File: config.mk
export PLATFORM = sky130hd
export DESIGN_NAME = rob_ctrl
export DESIGN_NICKNAME = d
export VERILOG_FILES = /design/src/verilog/rob_pkg.sv /design/src/verilog/rob_ctrl.sv
export SDC_FILE = /design/constraint.sdc
export NUM_CORES = 1
export LEC_CHECK = 0
export BUFFER_PORTS_ARGS = -buffer_cell sky130_fd_sc_hd__buf_4
export CORE_MARGIN = 5
export CORE_UTILIZATION = 45
export DETAILED_ROUTE_END_ITERATION = 6
export GPL_TIMING_DRIVEN = 0
export PLACE_DENSITY = 0.8
export SLEW_MARGIN = 20
export SYNTH_ARGS = -nofsm -noshare
export SYNTH_HDL_FRONTEND = slang
export SYNTH_SLANG_ARGS = --single-unit
File: constraint.sdc
create_clock -name i_clk -period 2.1 [get_ports i_clk]
set_input_delay 0.42 -clock i_clk [delete_from_list [all_inputs] [get_ports i_clk]]
set_output_delay 0.42 -clock i_clk [all_outputs]
set_load 0.05 [all_outputs]
File: src/verilog/rob_pkg.sv
`default_nettype none

package rob_pkg;

  // --------------------
  // Default sizes
  // --------------------
  localparam int DISP_SIZE  = 2;  // Lanes per dispatch group
  localparam int ROB_DEPTH  = 8;  // Entries, power of two
  localparam int DONE_PORTS = 3;  // Completion report ports

  localparam int CAUSE_W = 4;

  // --------------------
  // Completion report
  // --------------------
  // The commit id keeps one wrap bit above the entry index. The field
  // widths follow the defaults above, so rob_top refuses other sizes.
  typedef struct packed {
    logic                                            valid;
    logic [$clog2(ROB_DEPTH):0]                      cmt_id;
    logic [((DISP_SIZE > 1) ? $clog2(DISP_SIZE) : 1)-1:0] lane;
    logic                                            except;
    logic [CAUSE_W-1:0]                              cause;
  } done_rpt_t;

endpackage

`default_nettype wire
File: src/verilog/rob_ctrl.sv
`default_nettype none

module rob_ctrl #(
  parameter  int DEPTH = rob_pkg::ROB_DEPTH,
  parameter  int DISP  = rob_pkg::DISP_SIZE,
  localparam int IDX_W = $clog2(DEPTH)
) (
  input  logic             i_clk,
  input  logic             i_reset_n,
  input  logic             i_disp_valid,
  input  logic [DISP-1:0]  i_disp_lanes,
  input  logic             i_kill,
  input  logic [DEPTH-1:0] i_entry_valid,
  input  logic [DEPTH-1:0] i_entry_all_done,
  input  logic             i_head_except,
  output logic             o_disp_ready,
  output logic [IDX_W:0]   o_disp_cmt_id,
  output logic [DEPTH-1:0] o_load,
  output logic [DISP-1:0]  o_load_lanes,
  output logic             o_load_msb,
  output logic [DEPTH-1:0] o_commit_finish,
  output logic [DEPTH-1:0] o_flush,
  output logic [IDX_W-1:0] o_head,
  output logic             o_commit_valid
);

  logic [IDX_W:0]   r_head;  // Wrap bit on top
  logic [IDX_W:0]   r_tail;
  logic [IDX_W-1:0] w_head_idx;
  logic [IDX_W-1:0] w_tail_idx;
  logic             w_full;
  logic             w_empty;
  logic             w_commit;
  logic             w_except_flush;
  logic             w_alloc;

  assign w_head_idx = r_head[IDX_W-1:0];
  assign w_tail_idx = r_tail[IDX_W-1:0];
  assign w_empty    = (r_head == r_tail);
  assign w_full     = (w_head_idx == w_tail_idx) && (r_head[IDX_W] != r_tail[IDX_W]);

  // --------------------
  // Commit and flush
  // --------------------
  assign w_commit       = i_entry_all_done[w_head_idx] && !i_kill;
  assign w_except_flush = w_commit && i_head_except;

  assign o_commit_valid  = w_commit;
  assign o_head          = w_head_idx;
  assign o_commit_finish = w_commit ? (DEPTH'(1) << w_head_idx) : '0;

  always_comb begin
    o_flush = '0;
    if (i_kill) begin
      o_flush = '1;
    end else if (w_except_flush) begin
      o_flush = ~(DEPTH'(1) << w_head_idx);  // Everything younger than head
    end
  end

  // --------------------
  // Allocation
  // --------------------
  // Dropped while the buffer is being cleared
  assign w_alloc = i_disp_valid && o_disp_ready && !i_kill && !w_except_flush;

  assign o_disp_ready  = !w_full;
  assign o_disp_cmt_id = r_tail;
  assign o_load        = w_alloc ? (DEPTH'(1) << w_tail_idx) : '0;
  assign o_load_lanes  = i_disp_lanes;
  assign o_load_msb    = r_tail[IDX_W];

  always_ff @(posedge i_clk or negedge i_reset_n) begin
    if (!i_reset_n) begin
      r_head <= '0;
      r_tail <= '0;
    end else if (i_kill) begin
      r_tail <= r_head;
    end else begin
      if (w_commit) begin
        r_head <= r_head + 1'b1;
      end
      if (w_except_flush) begin
        r_tail <= r_head + 1'b1;
      end else if (w_alloc) begin
        r_tail <= r_tail + 1'b1;
      end
    end
  end

  // --------------------
  // Checks
  // --------------------
  a_disp_when_full : assert property (@(posedge i_clk) disable iff (!i_reset_n)
    i_disp_valid |-> o_disp_ready)
    else $error("rob_ctrl: dispatch while full");

  a_commit_head_valid : assert property (@(posedge i_clk) disable iff (!i_reset_n)
    o_commit_valid |-> (!w_empty && i_entry_valid[w_head_idx]))
    else $error("rob_ctrl: commit of invalid head %0d", w_head_idx);

  a_empty_no_valid : assert property (@(posedge i_clk) disable iff (!i_reset_n)
    w_empty |-> (i_entry_valid == '0))
    else $error("rob_ctrl: entries valid in empty buffer %b", i_entry_valid);

endmodule

`default_nettype wire

==> flow_metrics.env, run 1 <==
export IMPL_outcome="stopped before the end"
export IMPL_lastStage="5_1_grt"
export IMPL_error_line="[ERROR DPL-0038] Utilization greater than 100%, impossible to legalize"
export IMPL_grt_worst_endpoint="o_commit_finish[3]"
export IMPL_cts_sinks=8
export IMPL_synth_compound_area_frac=0.156
export IMPL_synth_fa_ha_area_frac=0.137
export IMPL_io_pins=59
export IMPL_die_x_um=59.4
export IMPL_syn_avg_cell_area_um2=8.64
export IMPL_ys_flop_type="dfrtp_1"
export IMPL_fp_dieH_um=59.4
export IMPL_synth_cell_type_count=39
export IMPL_htreeDepth=1
export IMPL_io_buffers=47
export IMPL_grt_start_max_net_pins=11
export IMPL_clockRootBuffer="clkbuf_4"
export IMPL_synthMuxAreaShare=0.0570
export IMPL_synth_top_family_by_area="simple AND/OR/NAND/NOR gates"
export IMPL_synth_simple_area_share=0.266
export IMPL_syn_area_mm2=0.00110
export IMPL_start_util=0.482
export IMPL_yosysSeqAreaShare=0.182
export IMPL_pre_cts_slack_ns=-0.322
export IMPL_rows=17
export IMPL_worstEpCategory="top-level output"
export IMPL_dp_cells=202
export IMPL_globalplace_congestion=0.818
export IMPL_synth_xor_area_frac=0.0627
export IMPL_syn_inst=127
export IMPL_dp_hpwl_um=2660
export IMPL_cts_buffers=3
export IMPL_synth_seq_cells=8
export IMPL_yosysWarnings=0
export IMPL_synthesis_nets=162
export IMPL_clk_path_buf_depth=2
export IMPL_async_flop_share=1.00
export IMPL_synth_edf_count=0
export IMPL_placement_cell_area_mm2=0.00164
Yosys cell counts, drive strengths merged (3+ instances only):
library cell,n,area (µm²)
nor4,6,56.3
xnor2,6,60.1
nand2,12,45.0
nand3,3,15.0
dfrtp,8,200
ha,12,150
and2,8,50.1
inv,9,33.8
mux2i,4,40.0
nor2,6,22.5
a21o,6,45.0
nor3,4,25.0
buf,14,115
repair_timing:
action | CTS
gates resized for setup | 46
pin swaps | 10
hold buffers | 1
gates cloned | 1
setup buffers | 23
endpoints found under the hold margin | 8
endpoints found under the setup margin | 25
metrics by stage:
step                hold WS, ns   util
floorplan                 0.124      -
global placement          0.245  0.719
detailed placement        0.250  0.719
CTS                       0.522  0.902
logic make-up after synthesis:
group           Yosys count
flops                     8
mux                       6
buf+inv                  24
xor+xnor                  7
fa+ha+maj                12
simple gates             50
compound gates           20
==> run 2: changes to the inputs <==
Settings changed: CORE_AREA set to 5 5 66 68, CORE_MARGIN 5 to unset, CORE_UTILIZATION 45 to unset, DIE_AREA set to 0 0 71 73, PLACE_DENSITY 0.8 to unset, PLACE_DENSITY_LB_ADDON set to 0.15.
==> run 2 against run 1 <==
Net effect: the flow now finishes, with violations (negative setup slack); synthesized area did not move; synthesized cell count did not move.
==> flow_metrics.env, run 2 <==
export IMPL_worst_pin_slew_ns=0.512
export IMPL_async_flop_share=1.00
export IMPL_clk_latency_ns=0.23
export IMPL_cts_clk_slew_worst_paths_ns=0.04
export IMPL_antenna_found_initial=0
export IMPL_globalplace_congestion=0.756
export IMPL_grt_pass1_vias=1284
export IMPL_rsz0062_at_grt="true"
export IMPL_syn_area_mm2=0.00110
export IMPL_io_pins=59
export IMPL_drt_initial_drc_count=34
export IMPL_drtAntennaViolNets=0
export IMPL_start_util=0.289
export IMPL_period_needed_ns=2.45
export IMPL_use_met1=0.176
export IMPL_io_buffers=47
export IMPL_die_x_um=71
export IMPL_cts_buffers=3
export IMPL_drc=0
export IMPL_ys_flop_type="dfrtp_1"
export IMPL_yosysSeqAreaShare=0.182
export IMPL_top_usage_layer="met2"
export IMPL_wl_per_cell_um=15.7
export IMPL_r2r_start="r_head[1]"
export IMPL_grt_use_total=0.151
export IMPL_antenna_diode_count=0
export IMPL_synth_top_area_cell="dfrtp_1"
export IMPL_syn_avg_cell_area_um2=8.64
export IMPL_htreeDepth=1
export IMPL_regToRegSetupSlack_ns=0.02
export IMPL_slew_headroom=0.659
export IMPL_final_common_cell="buf_4"
export IMPL_dp_cells=224
export IMPL_worstPathArrival_ns=2.03
export IMPL_hp_class="in2async"
export IMPL_synthesis_nets=162
export IMPL_rr_worst_depth=9
export IMPL_setup_violations_final=25
export IMPL_fin_ws_ns=-0.346
export IMPL_syn_inst=127
export IMPL_worst_setup_path_type="reg2out"
export IMPL_vias_per_cell=4.84
export IMPL_fp_dieH_um=73
export IMPL_finalCritPeriodShare=1.16
export IMPL_synth_seq_cells=8
export IMPL_skew_ns=0.00130
export IMPL_dp_hpwl_um=2740
export IMPL_dieArea_mm2=0.00518
export IMPL_vdd_drop_max_v=0.000956
export IMPL_yosysWarnings=0
export IMPL_core_mm2=0.00380
export IMPL_crit_fanout=6
export IMPL_slew_viol_final=0
export IMPL_cts_sinks=8
export IMPL_final_cell_mix="buf_4 (49), buf_6 (21), ha_1 (12), nand2_1 (11), buf_8 (10)"
export IMPL_synth_edf_count=0
export IMPL_drv_cap=0
export IMPL_use_met3=0.0275
export IMPL_grt_pass1_wl_um=6220
export IMPL_drive_above_1_share=0.672
export IMPL_reg2reg_to="r_head[1]"
export IMPL_endpoint="o_commit_finish[7]"
export IMPL_fmax_mhz=409
export IMPL_violations="negative setup slack"
export IMPL_power_density_mw_per_mm2=1700
export IMPL_stdcell_count=251
export IMPL_hold_viol_final=0
export IMPL_crit_start="r_head[1]"
export IMPL_end_kind="primary output"
export IMPL_fin_nets=238
export IMPL_yosys_top_cells_area="dfrtp_1 (18%), ha_1 (14%), buf_6 (5.1%)"
export IMPL_clockRootBuffer="clkbuf_8"
export IMPL_dr_pass1_iters=4
export IMPL_synth_common_cells="ha_1 (12), nand2_1 (12), inv_1 (9)"
export IMPL_fillers=345
export IMPL_synth_top_cell_area_share=0.182
export IMPL_synth_cell_type_count=39
export IMPL_tritoncts="done"
export IMPL_outcome="complete, but fails checks"
export IMPL_worst_setup_path_start_kind="flop"
export IMPL_clk_path_buf_depth=2
export IMPL_syn2layout_area_growth_pct=95.3
export IMPL_grt_start_max_net_pins=11
export IMPL_rows=23
export IMPL_wl_um=3930
export IMPL_overflow=0
export IMPL_grt_util_met2=0.285
export IMPL_vias=1214
export IMPL_setup_tns_ns=-6.53
export IMPL_required_ns=1.68
export IMPL_p_leak_nw=0.972
-- run 2: cell counts after synthesis --
No cell type changed its count.
-- run 2: cells by family (layout without fill, tap and decap cells) --
family,count (synthesis),in the layout,share of synthesized area
simple gates,50,50,0.266
xor+xnor,7,7,0.0627
mux,6,6,0.0570
compound gates,20,20,0.156
fa+ha+maj,12,12,0.137
flops,8,8,0.182
buf+inv,24,98,0.139
-- run 2: critical path, stage by stage, from the launching register on --
cell and delay, ns:
dfrtp_1 0.38, buf_6 0.15, mux2i_4 0.19, a32oi_2 0.21, buf_4 0.17, nand3b_1 0.16, buf_6 0.18, clkinvlp_4 0.07
and2_4 0.14, buf_8 0.14
-- run 2: how the worst min path moves through the flow --
stage,from,end
floorplan,i_reset_n,o_disp_cmt_id[0]
global placement,i_reset_n,r_head[0]
detailed placement,i_reset_n,r_head[0]
CTS,i_reset_n,r_head[0]
global route,i_reset_n,r_head[3]
finish,i_reset_n,r_head[0]
-- run 2: where the power goes --
part	switching [mW]	internal, mW
Combinational	1.69	1.35
Clock	0.0651	0.125
Sequential	0.150	0.252
Total	1.91	1.73
-- run 2: layer usage --
layer | vias up | wire (µm)
li1 | 589 | -
met1 | 569 | 1590
met2 | 46 | 2110
met3 | 10 | 171
met4 | 0 | 58
met5 | - | 0
-- run 2: area by class of cell --
cell class	count	area, µm²	share of cell area
Buffer	15	146	0.0683
Inverter	9	37.5	0.0175
Timing Repair Buffer	71	681	0.318
Multi-Input combinational cell	95	965	0.450
Sequential cell	8	210	0.0981
Clock buffer	3	41.3	0.0193
Tap cell	50	62.6	0.0292
-- run 2: metrics by stage --
step / hold WS (ns) / power (mW) / util / instance area [µm²] / setup slack [ns]
after floorplan: 0.124 / 2.18 / - / 1250 / -0.195
after global placement: 0.247 / 2.70 / 0.438 / 1660 / -0.286
after detailed placement: 0.249 / 2.74 / 0.438 / 1660 / -0.336
after CTS: 0.00847 / 3.45 / 0.541 / 2050 / -0.275
after global routing: 0.00854 / 3.85 / 0.564 / 2140 / -0.428
final: 0.00394 / 3.64 / 0.564 / 2140 / -0.346
-- run 2: what timing repair did --
| item | CTS | global route |
|---|---|---|
| gates resized for setup | 48 | 14 |
| setup buffers | 22 | 2 |
| endpoints found under the setup margin | 25 | 28 |
| pin swaps | 9 | 5 |
| hold buffers | 0 | 0 |
Note: power is estimated with default switching activity, not from simulation.
==> run 3: changes to the inputs <==
Settings changed: SETUP_SLACK_MARGIN set to 0.15, SLEW_MARGIN 20 to unset.
==> run 3 against run 2 <==
Net effect: the flow still finishes with violations (negative setup slack); die area unchanged; design area increased by 5.1%; sequential power is 5.7% lower; critical path type unchanged; critical endpoint is now o_flush[2]; largest cell class unchanged.
==> flow_metrics.env, run 3 (synthesis gave the netlist of run 2 again) <==
export IMPL_drtAntennaViolNets=0
export IMPL_setup_violations_final=25
export IMPL_fp_dieH_um=73
export IMPL_setup_tns_ns=-6.95
export IMPL_critPathSlowestCell="dfrtp_1"
export IMPL_worst_pin_slew_ns=0.593
export IMPL_drc=0
export IMPL_rsz0062_at_grt="true"
export IMPL_rr_worst_depth=6
export IMPL_core_mm2=0.00380
export IMPL_clk_path_buf_depth=2
export IMPL_required_ns=1.68
export IMPL_tritoncts="done"
export IMPL_worst_setup_path_start_kind="flop"
export IMPL_dieArea_mm2=0.00518
export IMPL_clk_latency_ns=0.23
export IMPL_vdd_drop_max_v=0.00109
export IMPL_final_common_cell="buf_4"
export IMPL_die_x_um=71
export IMPL_cts_clk_slew_worst_paths_ns=0.04
export IMPL_hp_class="in2async"
export IMPL_vias_per_cell=4.86
export IMPL_clockRootBuffer="clkbuf_8"
export IMPL_period_needed_ns=2.46
export IMPL_rows=23
export IMPL_drv_cap=0
export IMPL_fin_ws_ns=-0.359
export IMPL_antenna_found_initial=0
export IMPL_syn2layout_area_growth_pct=105
export IMPL_drive_above_1_share=0.686
export IMPL_fin_nets=241
export IMPL_start_util=0.289
export IMPL_io_pins=59
export IMPL_violations="negative setup slack"
export IMPL_crit_fanout=8
export IMPL_vias=1235
export IMPL_dp_cells=224
export IMPL_slew_headroom=0.605
export IMPL_fmax_mhz=407
export IMPL_htreeDepth=1
export IMPL_postLayoutCoreUtil=0.593
export IMPL_p_total_mw=3.79
export IMPL_power_density_mw_per_mm2=1680
export IMPL_p_leak_nw=1.02
export IMPL_grt_pass1_vias=1299
export IMPL_grt_pass1_wl_um=6400
export IMPL_stdcell_count=254
export IMPL_end_kind="primary output"
export IMPL_cp_cell_sequence="buf_6 > mux2i_4 > a32oi_2 > and3_4 > buf_12 > clkbuf_16 > a21o_4 > buf_8"
export IMPL_skew_ns=0.00288
export IMPL_worst_setup_path_type="reg2out"
export IMPL_dr_pass1_iters=6
export IMPL_wl_per_cell_um=15.7
export IMPL_finalCritPeriodShare=1.17
export IMPL_globalplace_congestion=0.727
export IMPL_final_cell_mix="buf_4 (48), buf_6 (19), buf_8 (15), ha_1 (12), nand2_1 (11)"
export IMPL_regToRegSetupSlack_ns=0.09
export IMPL_cts_sinks=8
export IMPL_cp_num_buf_inv=4
export IMPL_antenna_diode_count=0
export IMPL_dp_hpwl_um=2680
export IMPL_slew_viol_final=0
export IMPL_wl_um=3990
export IMPL_cts_buffers=3
export IMPL_r2r_start="o_disp_cmt_id[2]"
export IMPL_io_buffers=47
export IMPL_finalInstanceArea_mm2=0.00225
export IMPL_pre_cts_slack_ns=-0.316
export IMPL_placement_cell_area_mm2=0.00168
export IMPL_grt_start_max_net_pins=11
export IMPL_reg2reg_to="o_disp_cmt_id[2]"
export IMPL_grt_use_total=0.153
export IMPL_overflow=0
export IMPL_max_stage_delay_ns=0.39
export IMPL_hold_viol_final=0
export IMPL_hold_ws_ns=0.00553
export IMPL_crit_family="buffers and inverters"
export IMPL_worstPathArrival_ns=2.04
export IMPL_drt_initial_drc_count=43
export IMPL_cts_hold_fix_buffers=0
export IMPL_outcome="complete, but fails checks"
[run 3: worst max-delay path by stage]
stage | from | to | slack (ns) | depth (start not counted)
2_1_floorplan | r_head[1] | o_load[4] | -0.19 | 7
3_3_place_gp | r_head[2] | o_flush[1] | -0.29 | 8
3_5_place_dp | r_head[2] | o_flush[0] | -0.32 | 8
4_1_cts | r_head[1] | o_flush[0] | -0.31 | 8
5_1_grt | r_head[1] | o_flush[2] | -0.44 | 8
6_report | r_head[1] | o_flush[2] | -0.36 | 8
[run 3: layout make-up]
class	instances	area [µm²]
repair buffers	74	749
flip-flops and latches	8	210
fillers	337	1550
well taps	50	62.6
plain buffers	15	148
clock buffers	3	41.3
multi-input cells	95	1000
inverters	9	37.5
[run 3: what timing repair did]
| action | 4_1_cts | 5_1_grt |
|---|---|---|
| gates resized for setup | 59 | 16 |
| pin swaps | 15 | 17 |
| setup buffers | 22 | 4 |
| endpoints found under the hold margin | 0 | 0 |
| gates cloned | 0 | 1 |
| setup endpoints to repair | 25 | 31 |
[run 3: worst register-to-register path, cell delays in order, from the launching register on]
cell and delay (ns):
dfrtp_4 0.48, buf_4 0.15, inv_1 0.21, ha_1 0.28, and3_1 0.16, a2111oi_0 0.49, a221o_1 0.18
[run 3: report_power, final]
group / internal (mW) / total (mW) / switching, mW / leakage [nW]
registers: 0.252 / 0.379 / 0.128 / 0.0883
clock network: 0.124 / 0.185 / 0.0605 / 0.0216
logic: 1.46 / 3.22 / 1.77 / 0.906
[run 3: layer usage]
metal	vias up	global-route usage	wire length [µm]
met3	2	0.0289	196
li1	591	-	-
met1	598	0.179	1540
met4	0	0.0313	8
met5	-	0	0
met2	44	0.288	2240
